**config.mk**
```make
export PLATFORM = sky130hd
export DESIGN_NAME = board_top
export DESIGN_NICKNAME = d
export VERILOG_FILES = /design/src/board_pkg.sv /design/src/board_reset.sv /design/src/joy_4way.sv /design/src/joy_mapper.sv /design/src/panel_ctrl.sv /design/src/color_expand.sv /design/src/board_top.sv
export SDC_FILE = /design/constraint.sdc
export NUM_CORES = 1
export LEC_CHECK = 0
export BUFFER_PORTS_ARGS = -buffer_cell sky130_fd_sc_hd__buf_4
export CELL_PAD_IN_SITES_DETAIL_PLACEMENT = 1
export CELL_PAD_IN_SITES_GLOBAL_PLACEMENT = 1
export CORE_ASPECT_RATIO = 1.5
export CORE_MARGIN = 2
export CORE_UTILIZATION = 35
export DETAILED_ROUTE_END_ITERATION = 16
export GPL_ROUTABILITY_DRIVEN = 0
export MAX_ROUTING_LAYER = met4
export PLACE_DENSITY_LB_ADDON = 0.15
export SLEW_MARGIN = 30
export SYNTH_ARGS = -nofsm -noshare
export SYNTH_HDL_FRONTEND = slang
export SYNTH_SLANG_ARGS = --single-unit
```
**constraint.sdc**
```tcl
create_clock -name clk_sys -period 1.7 [get_ports clk_sys]
set_input_delay 0.255 -clock clk_sys [delete_from_list [all_inputs] [get_ports clk_sys]]
set_output_delay 0.255 -clock clk_sys [all_outputs]
set_load 0.02 [all_outputs]
```
**src/board_pkg.sv**
```systemverilog
// shared widths, bit positions and joystick types, imported by the board RTL and its testbench
`default_nettype none

package board_pkg;

    // joystick ports on the board
    localparam int NUM_PLAYERS = 4;

    // word widths
    localparam int RAW_JOY_W  = 16;   // joystick word from the board side
    localparam int GAME_JOY_W = 10;   // word handed to the game core
    localparam int DIR_W      = 4;    // direction group at the bottom of both words

    // direction bit positions inside a joystick word
    localparam int DIR_RIGHT = 0;
    localparam int DIR_LEFT  = 1;
    localparam int DIR_DOWN  = 2;
    localparam int DIR_UP    = 3;

    // layer enables driven by the front panel
    localparam int GFX_LAYERS = 4;

    // raw joystick from the board, active high
    typedef logic [RAW_JOY_W-1:0] raw_joy_t;

    // joystick word as the game core sees it
    typedef logic [GAME_JOY_W-1:0] game_joy_t;

    // right, left, down, up
    typedef logic [DIR_W-1:0] dir_t;

endpackage

`default_nettype wire

```
**src/board_reset.sv**
```systemverilog
// game reset sequencer, stretches any reset source into a fixed-length game reset on clk_sys
`default_nettype none
`timescale 1ns/1ns

module board_reset #(
    parameter int GAME_RST_LEN = 32
) (
    input  logic clk_sys,
    input  logic rst,
    input  logic rst_req,       // reset request from the frame
    input  logic downloading,   // rom load in progress
    input  logic soft_rst,      // one-cycle pulse from the panel
    output logic game_rst
);

    localparam int CNT_W = $clog2(GAME_RST_LEN + 1);
    localparam logic [CNT_W-1:0] CNT_LAST = CNT_W'(GAME_RST_LEN);

    logic             trigger;
    logic [CNT_W-1:0] rst_cnt;

    // any source restarts the stretch
    assign trigger = rst | rst_req | downloading | soft_rst;

    always_ff @(posedge clk_sys) begin
        if (trigger) begin
            rst_cnt  <= '0;
            game_rst <= 1'b1;
        end else if (rst_cnt != CNT_LAST) begin
            rst_cnt  <= rst_cnt + 1'b1;
            game_rst <= 1'b1;
        end else begin
            game_rst <= 1'b0;   // stretch done
        end
    end

    // a reset source must always reach the game on the following edge
    a_trigger_rst: assert property (@(posedge clk_sys) trigger |=> game_rst)
        else $error("game_rst low one cycle after a reset source");

endmodule

`default_nettype wire

```
**src/joy_4way.sv**
```systemverilog
// per-player 4-way direction filter, remembers the last single direction held on a diagonal
`default_nettype none
`timescale 1ns/1ns

module joy_4way
    import board_pkg::*;
(
    input  logic clk_sys,
    input  logic rst,
    input  logic enable,    // 4-way mode on
    input  dir_t dir_in,
    output dir_t dir_out
);

    dir_t next_dir;

    function automatic logic is_onehot(dir_t d);
        return (d != '0) && ((d & (d - DIR_W'(1))) == '0);
    endfunction

    always_comb begin
        if (!enable) begin
            next_dir = dir_in;      // 8-way pass through
        end else if (dir_in == '0) begin
            next_dir = '0;
        end else if (is_onehot(dir_in)) begin
            next_dir = dir_in;
        end else if (is_onehot(dir_out) && ((dir_out & dir_in) != '0)) begin
            // diagonal that still holds the old direction
            next_dir = dir_out;
        end else begin
            next_dir = '0;          // fresh diagonal gives nothing
        end
    end

    always_ff @(posedge clk_sys) begin
        if (rst) begin
            dir_out <= '0;
        end else begin
            dir_out <= next_dir;
        end
    end

    // the game never sees a diagonal once 4-way mode is on
    a_four_way: assert property (@(posedge clk_sys) disable iff (rst)
        enable |=> $onehot0(dir_out))
        else $error("4-way output has more than one direction");

endmodule

`default_nettype wire

```
**src/joy_mapper.sv**
```systemverilog
// player input mapper, turns four board joysticks into game joysticks, coins, starts and pause
`default_nettype none
`timescale 1ns/1ns

module joy_mapper
    import board_pkg::*;
#(
    parameter int BUTTONS    = 2,
    parameter bit ACTIVE_LOW = 1'b1
) (
    input  logic      clk_sys,
    input  logic      rst,
    input  logic      en4way,
    input  logic      rot_control,  // vertical game on a horizontal screen
    input  logic      flip,
    input  raw_joy_t  board_joystick [NUM_PLAYERS],
    output game_joy_t game_joystick  [NUM_PLAYERS],
    output logic [NUM_PLAYERS-1:0] game_coin,
    output logic [NUM_PLAYERS-1:0] game_start,
    output logic      joy_pause     // level, players 1 and 2
);

    // buttons sit above the directions, then start, coin and pause
    localparam int START_BIT = 6 + (BUTTONS - 2);
    localparam int COIN_BIT  = 7 + (BUTTONS - 2);
    localparam int PAUSE_BIT = 8 + (BUTTONS - 2);

    dir_t                     joy_dir   [NUM_PLAYERS];
    logic [RAW_JOY_W-1:DIR_W] joy_upper [NUM_PLAYERS];
    raw_joy_t                 joy_sync  [NUM_PLAYERS];

    // rotation and flip of the direction group, then polarity
    function automatic game_joy_t map_joy(game_joy_t s, logic rot, logic flp);
        game_joy_t r;
        r = s;
        if (rot && flp) begin
            r[DIR_UP]    = s[DIR_LEFT];
            r[DIR_DOWN]  = s[DIR_RIGHT];
            r[DIR_LEFT]  = s[DIR_DOWN];
            r[DIR_RIGHT] = s[DIR_UP];
        end else if (rot) begin
            r[DIR_UP]    = s[DIR_RIGHT];
            r[DIR_DOWN]  = s[DIR_LEFT];
            r[DIR_LEFT]  = s[DIR_UP];
            r[DIR_RIGHT] = s[DIR_DOWN];
        end
        return r ^ {GAME_JOY_W{ACTIVE_LOW}};
    endfunction

    for (genvar i = 0; i < NUM_PLAYERS; i++) begin : g_player
        joy_4way u_4way (
            .clk_sys ( clk_sys                        ),
            .rst     ( rst                            ),
            .enable  ( en4way                         ),
            .dir_in  ( board_joystick[i][DIR_W-1:0]   ),
            .dir_out ( joy_dir[i]                     )
        );

        assign joy_sync[i] = {joy_upper[i], joy_dir[i]};    // stage one word
    end

    // stage one, raw upper bits registered beside the 4-way register
    always_ff @(posedge clk_sys) begin
        if (rst) begin
            for (int i = 0; i < NUM_PLAYERS; i++) begin
                joy_upper[i] <= '0;
            end
        end else begin
            for (int i = 0; i < NUM_PLAYERS; i++) begin
                joy_upper[i] <= board_joystick[i][RAW_JOY_W-1:DIR_W];
            end
        end
    end

    // stage two, game side words
    always_ff @(posedge clk_sys) begin
        if (rst) begin
            for (int i = 0; i < NUM_PLAYERS; i++) begin
                game_joystick[i] <= {GAME_JOY_W{ACTIVE_LOW}};   // idle level
            end
            game_coin  <= {NUM_PLAYERS{ACTIVE_LOW}};
            game_start <= {NUM_PLAYERS{ACTIVE_LOW}};
        end else begin
            for (int i = 0; i < NUM_PLAYERS; i++) begin
                game_joystick[i] <= map_joy(joy_sync[i][GAME_JOY_W-1:0], rot_control, flip);
                game_coin[i]     <= joy_sync[i][COIN_BIT] ^ ACTIVE_LOW;
                game_start[i]    <= joy_sync[i][START_BIT] ^ ACTIVE_LOW;
            end
        end
    end

    assign joy_pause = joy_sync[0][PAUSE_BIT] | joy_sync[1][PAUSE_BIT];

endmodule

`default_nettype wire

```
**src/panel_ctrl.sv**
```systemverilog
// front-panel control, holds pause, soft reset, service and graphics layer toggle state
`default_nettype none
`timescale 1ns/1ns

module panel_ctrl
    import board_pkg::*;
#(
    parameter bit ACTIVE_LOW = 1'b1
) (
    input  logic                  clk_sys,
    input  logic                  rst,
    input  logic                  downloading,
    input  logic                  key_pause,
    input  logic                  joy_pause,
    input  logic                  osd_pause,    // menu open
    input  logic                  key_reset,
    input  logic                  key_service,
    input  logic [GFX_LAYERS-1:0] key_gfx,
    output logic                  game_pause,
    output logic                  soft_rst,
    output logic                  game_service,
    output logic [GFX_LAYERS-1:0] gfx_en
);

    logic                  last_key_pause;
    logic                  last_joy_pause;
    logic                  last_osd_pause;
    logic                  last_key_reset;
    logic [GFX_LAYERS-1:0] last_gfx;
    logic                  pause_edge;
    logic                  osd_change;

    assign pause_edge = (key_pause & ~last_key_pause) | (joy_pause & ~last_joy_pause);
    assign osd_change = osd_pause ^ last_osd_pause;

    always_ff @(posedge clk_sys) begin
        if (rst) begin
            last_key_pause <= 1'b0;
            last_joy_pause <= 1'b0;
            last_osd_pause <= 1'b0;
            last_key_reset <= 1'b0;
            last_gfx       <= '0;
            game_pause     <= 1'b0;
            soft_rst       <= 1'b0;
            game_service   <= ACTIVE_LOW;
            gfx_en         <= '1;   // all layers shown
        end else begin
            last_key_pause <= key_pause;
            last_joy_pause <= joy_pause;
            last_osd_pause <= osd_pause;
            last_key_reset <= key_reset;
            last_gfx       <= key_gfx;

            soft_rst     <= key_reset & ~last_key_reset;
            game_service <= key_service ^ ACTIVE_LOW;
            gfx_en       <= gfx_en ^ (key_gfx & ~last_gfx);    // toggle per pressed key

            if (downloading) begin
                game_pause <= 1'b0;
            end else if (osd_change) begin
                game_pause <= osd_pause;    // menu wins over the keys
            end else if (pause_edge) begin
                game_pause <= ~game_pause;
            end
        end
    end

endmodule

`default_nettype wire

```
**src/color_expand.sv**
```systemverilog
// pixel colour expander, widens game colour to 8 bits per channel on the pixel clock enable
`default_nettype none
`timescale 1ns/1ns

module color_expand #(
    parameter int COLORW = 4    // 3 to 8
) (
    input  logic              clk_sys,
    input  logic              rst,
    input  logic              pxl_cen,
    input  logic [COLORW-1:0] game_r,
    input  logic [COLORW-1:0] game_g,
    input  logic [COLORW-1:0] game_b,
    input  logic              lhbl,     // low during horizontal blank
    input  logic              lvbl,     // low during vertical blank
    input  logic              hs,
    input  logic              vs,
    output logic [7:0]        video_r,
    output logic [7:0]        video_g,
    output logic [7:0]        video_b,
    output logic              video_hs,
    output logic              video_vs,
    output logic              video_de
);

    // repeat the channel from its msb down until 8 bits are filled
    function automatic logic [7:0] widen(logic [COLORW-1:0] c);
        logic [7:0] w;
        for (int i = 0; i < 8; i++) begin
            w[7 - i] = c[COLORW - 1 - (i % COLORW)];
        end
        return w;
    endfunction

    always_ff @(posedge clk_sys) begin
        if (rst) begin
            video_r  <= '0;
            video_g  <= '0;
            video_b  <= '0;
            video_hs <= 1'b0;
            video_vs <= 1'b0;
            video_de <= 1'b0;
        end else if (pxl_cen) begin
            video_r  <= widen(game_r);
            video_g  <= widen(game_g);
            video_b  <= widen(game_b);
            video_hs <= hs;
            video_vs <= vs;
            video_de <= lhbl & lvbl;    // active area only
        end
    end

endmodule

`default_nettype wire

```
**src/board_top.sv**
```systemverilog
// arcade board wrapper top, ties reset, input mapping, panel and video blocks to the board pins
`default_nettype none
`timescale 1ns/1ns

module board_top
    import board_pkg::*;
#(
    parameter int BUTTONS      = 2,
    parameter bit ACTIVE_LOW   = 1'b1,
    parameter int COLORW       = 4,
    parameter int GAME_RST_LEN = 32
) (
    input  logic                   clk_sys,
    input  logic                   rst,
    input  logic                   rst_req,
    input  logic                   downloading,
    input  logic                   en4way,
    input  logic                   rot_control,
    input  logic                   flip,
    input  logic                   osd_pause,
    input  logic                   key_pause,
    input  logic                   key_reset,
    input  logic                   key_service,
    input  logic [GFX_LAYERS-1:0]  key_gfx,
    input  raw_joy_t               board_joystick1,
    input  raw_joy_t               board_joystick2,
    input  raw_joy_t               board_joystick3,
    input  raw_joy_t               board_joystick4,
    input  logic [COLORW-1:0]      game_r,
    input  logic [COLORW-1:0]      game_g,
    input  logic [COLORW-1:0]      game_b,
    input  logic                   lhbl,
    input  logic                   lvbl,
    input  logic                   hs,
    input  logic                   vs,
    input  logic                   pxl_cen,
    output logic                   game_rst,
    output game_joy_t              game_joystick1,
    output game_joy_t              game_joystick2,
    output game_joy_t              game_joystick3,
    output game_joy_t              game_joystick4,
    output logic [NUM_PLAYERS-1:0] game_coin,
    output logic [NUM_PLAYERS-1:0] game_start,
    output logic                   game_service,
    output logic                   game_pause,
    output logic [GFX_LAYERS-1:0]  gfx_en,
    output logic [7:0]             video_r,
    output logic [7:0]             video_g,
    output logic [7:0]             video_b,
    output logic                   video_hs,
    output logic                   video_vs,
    output logic                   video_de
);

    raw_joy_t  board_joy [NUM_PLAYERS];
    game_joy_t game_joy  [NUM_PLAYERS];
    logic      joy_pause;
    logic      soft_rst;

    assign board_joy[0] = board_joystick1;
    assign board_joy[1] = board_joystick2;
    assign board_joy[2] = board_joystick3;
    assign board_joy[3] = board_joystick4;

    assign game_joystick1 = game_joy[0];
    assign game_joystick2 = game_joy[1];
    assign game_joystick3 = game_joy[2];
    assign game_joystick4 = game_joy[3];

    board_reset #(.GAME_RST_LEN(GAME_RST_LEN)) u_reset (
        .clk_sys     ( clk_sys     ),
        .rst         ( rst         ),
        .rst_req     ( rst_req     ),
        .downloading ( downloading ),
        .soft_rst    ( soft_rst    ),
        .game_rst    ( game_rst    )
    );

    joy_mapper #(.BUTTONS(BUTTONS), .ACTIVE_LOW(ACTIVE_LOW)) u_joy (
        .clk_sys        ( clk_sys     ),
        .rst            ( rst         ),
        .en4way         ( en4way      ),
        .rot_control    ( rot_control ),
        .flip           ( flip        ),
        .board_joystick ( board_joy   ),
        .game_joystick  ( game_joy    ),
        .game_coin      ( game_coin   ),
        .game_start     ( game_start  ),
        .joy_pause      ( joy_pause   )
    );

    panel_ctrl #(.ACTIVE_LOW(ACTIVE_LOW)) u_panel (
        .clk_sys      ( clk_sys      ),
        .rst          ( rst          ),
        .downloading  ( downloading  ),
        .key_pause    ( key_pause    ),
        .joy_pause    ( joy_pause    ),
        .osd_pause    ( osd_pause    ),
        .key_reset    ( key_reset    ),
        .key_service  ( key_service  ),
        .key_gfx      ( key_gfx      ),
        .game_pause   ( game_pause   ),
        .soft_rst     ( soft_rst     ),
        .game_service ( game_service ),
        .gfx_en       ( gfx_en       )
    );

    color_expand #(.COLORW(COLORW)) u_color (
        .clk_sys  ( clk_sys  ),
        .rst      ( rst      ),
        .pxl_cen  ( pxl_cen  ),
        .game_r   ( game_r   ),
        .game_g   ( game_g   ),
        .game_b   ( game_b   ),
        .lhbl     ( lhbl     ),
        .lvbl     ( lvbl     ),
        .hs       ( hs       ),
        .vs       ( vs       ),
        .video_r  ( video_r  ),
        .video_g  ( video_g  ),
        .video_b  ( video_b  ),
        .video_hs ( video_hs ),
        .video_vs ( video_vs ),
        .video_de ( video_de )
    );

endmodule

`default_nettype wire

```
==> results.txt <==
The number of H-tree levels came out at 4. The total of max-cap violations is 0. The number of hold buffers added after CTS is 1. The number of antenna violations at the first check in global routing was 0. The CTS buffer count is 17. The site row count is 49.

The clock drives 117 sinks. The detail-routed net length per standard cell is 15.40 µm. STA classifies the critical path startpoint as a flop. The layout cell share with drive strength beyond 1 is between 30% and 40%.

The total wire length came out at 10980 µm. The required time at the endpoint of the critical path is 2.00 ns. The relative max-transition margin is 66.61%. The final critical-path setup slack is 0.3023 ns. The pre-CTS worst setup slack is around 0.28 ns.

At the pin with the least slew margin, the transition time is 0.5009 ns. The post-CTS repair timing setup buffer count is 0. The number of buffers inserted by port buffering is 153. The synthesis warning total came out at 0.

The final non-filler cell total came out at 713. The first routing iteration left 37 violations. The top cell types in the final layout, fill and taps aside, are 157 x sky130_fd_sc_hd__buf_4, 117 x sky130_fd_sc_hd__dfxtp_1, 43 x sky130_fd_sc_hd__nor2_1. The worst path needs 1.398 ns of the cycle, external delays included. The number of nets in the finished design came out at 645. Counting flops and latches in the post-synthesis netlist gives 117. Setup repair after global routing left no endpoint under its margin. The floorplan step set the die width to 95.14 µm.

When the netlist entered floorplanning its net count stood at 521. The flow ran to the end, and the final reports show no timing, DRC or antenna violations. Measured along the y axis, the die boundary spans 140.7 µm. The clock latency of the later-clocked register in the worst-skew pair came out at about 0.4 ns. The final-report max-slew violation count came out at 0.

The post-cts repair resize count is 0. The maximum achievable frequency is 715.5 MHz. On the final layout, the worst clock skew is 0.008315 ns.

The final total negative setup slack came out at 0 ns. The core area came out at roughly 12000 µm². The number of optimization iterations in the first detailed-route pass is 4.

Summed over all layers, the global routing overflow is 0. The antenna diode instance count came out at 0. The setup path with the least slack is of type flop to flop. Entering global routing, the biggest net connects 59 pins.

The analysis attributes to cell leakage a power of 2.670 nW. The cell type with the largest total area after synthesis is sky130_fd_sc_hd__dfxtp_1. In the routed layout, each cell is associated on average with a via count of between 4 and 5. The overall global routing resource usage came out at 17.36%. VDD sags by at most about 0.66 mV. The total cell area at the placement stage is 5448 µm². The worst min-delay path class is input pin to flop. The number of setup violations in the final report came out at 0. Sequential elements use 53.72% of the synthesized area. The clock-pin slew reported for the worst setup and hold paths after clock tree synthesis is ~0.06 ns. The hold violation count in the final report came to 0. The tightest hold path in the finished design has a slack of 0.02667 ns. TritonCTS built the clock tree. The number of global-route vias before repair came to 3563. A synthesized cell averages slightly above 10 µm². The peak fanout along the critical path is 8.

The overall power consumption is 7.215 mW. The post-synthesis instance area came out at between 4000 and 5000 µm². The effective utilization at floorplan is about 36%. In this run the power density over the cells is 1196 nW/µm². The wire length of the first global-routing pass is between 15000 and 20000 µm. The antenna violation net count after detailed routing is 0. The count of unique library cells instantiated by Yosys came out at 29. The most common library cell in the layout ignoring fill and taps is sky130_fd_sc_hd__buf_4. The floorplan step defined a die boundary enclosing 13390 µm². The kind of end point of the critical path is a flop. The critical path data arrival time is 1.70 ns. The instance count after placement with tap cells included is a little under 700.

The worst path uses 82.22% of the clock period. Once layout is complete, the utilization of the core stands at 49.96%. Ranked by total cell area, the synthesized netlist is headed by sky130_fd_sc_hd__dfxtp_1 54%, sky130_fd_sc_hd__mux2i_1 7.1%, sky130_fd_sc_hd__nor2b_1 5.3%. The placed wire-length estimate after detailed placement is 7891 µm. The number of top-level pins came out at ~180. The maximum number of buffers from clock root to sink is 2.

The master cell of the clock root buffer is sky130_fd_sc_hd__clkbuf_16. After routing the design area is 6035 µm². Counting the fill cells in the layout gives 1350. The number of standard cells after synthesis is 423.

The post-synthesis to final-layout area growth came out at 38.39%. Summed over its instances, the top area cell type makes up 53.72% of the synthesized netlist area. The DRC violations left is 0.

The total via count in the routed design came out at about 3500.
==> cell type report <==
type / count / area, µm² / share of cell area [%]
timing repair buffer: 158 / 1189 / 19.70
tap: 153 / 191.4 / 3.172
clock inverter: 13 / 123.9 / 2.053
inverter: 3 / 11.26 / 0.1866
multi-input combinational: 250 / 1724 / 28.57
clock buffer: 19 / 452.9 / 7.506
sequential: 117 / 2342 / 38.81
==> layer usage <==
metal  part of all wire [%]  GRT usage, %  vias up
met3                    5.1         4.596       16
met1                     38         18.00     1692
met5                      0             -        -
met2                     55         30.39       95
met4                    2.1         7.323        0
li1                       -             -     1673
==> worst max-delay path: stages (launching register included) <==
cell	delay, ns
sky130_fd_sc_hd__dfxtp_1	0.39
sky130_fd_sc_hd__a22o_1	0.24
sky130_fd_sc_hd__o2111a_1	0.25
sky130_fd_sc_hd__and3_1	0.21
sky130_fd_sc_hd__a22o_1	0.19
==> cell families (layout without fill, tap and decap cells) <==
logic type | Yosys count | in the layout | share of synthesized area, %
multiplexers | 31 | 31 | 7.116
XOR/XNOR | 10 | 10 | 2.009
AO/OA/AOI/OAI | 63 | 63 | 12.17
buffers and inverters | 56 | 193 | 6.743
flip-flops | 117 | 117 | 53.72
AND/OR/NAND/NOR | 144 | 144 | 17.68
adder cells (fa/ha/maj) | 2 | 2 | 0.5738
==> where the power goes <==
group          total (mW)  switching (mW)  internal (mW)
Combinational       0.795           0.388          0.407
Clock                3.42            1.32           2.10
Sequential           3.00           0.105           2.89
==> flip-flops by register name, indices dropped and copies added (netlist names), 3 cells and up <==
register and count:
u_color.video_g 4, u_reset.rst_cnt 6, u_joy.game_joystick 34, u_color.video_r 4, u_joy.game_start 3, u_joy.g_player.u_4way.dir_out 16
u_panel.last_gfx 4, u_color.video_b 4, u_panel.gfx_en 4, u_joy.joy_upper 24, u_joy.game_coin 3
==> final timing paths <==
kind	from	to	slack (ns)	depth (start not counted)
setup reg to reg	u_joy.g_player[0].u_4way.dir_out[3]	u_joy.g_player[0].u_4way.dir_out[3]	0.30	4
hold / removal	downloading	u_panel.game_pause	0.03	2
hold reg to reg	u_joy.joy_upper[1][5]	u_joy.game_joystick[29]	0.37	1
setup / recovery	u_joy.g_player[0].u_4way.dir_out[3]	u_joy.g_player[0].u_4way.dir_out[3]	0.30	4
==> synthesized netlist by cell type (all sizes together) <==
cell and number:
dfxtp 117, nor2 43, nor2b 37, nand2b 32, mux2i 31, buf 27, clkbuf 26, a22o 24
a211o 16, nand2 9, a211oi 8, nor4 8, xnor2 8, a21oi 5, and3 5, nor3 4
o2111a 4, o22a 4, inv 3, nand3 3, ha 2, xor2 2, a2111oi 1, and4b 1
o22ai 1, or2 1, or4 1
Note: power is estimated with default switching activity, not from simulation.
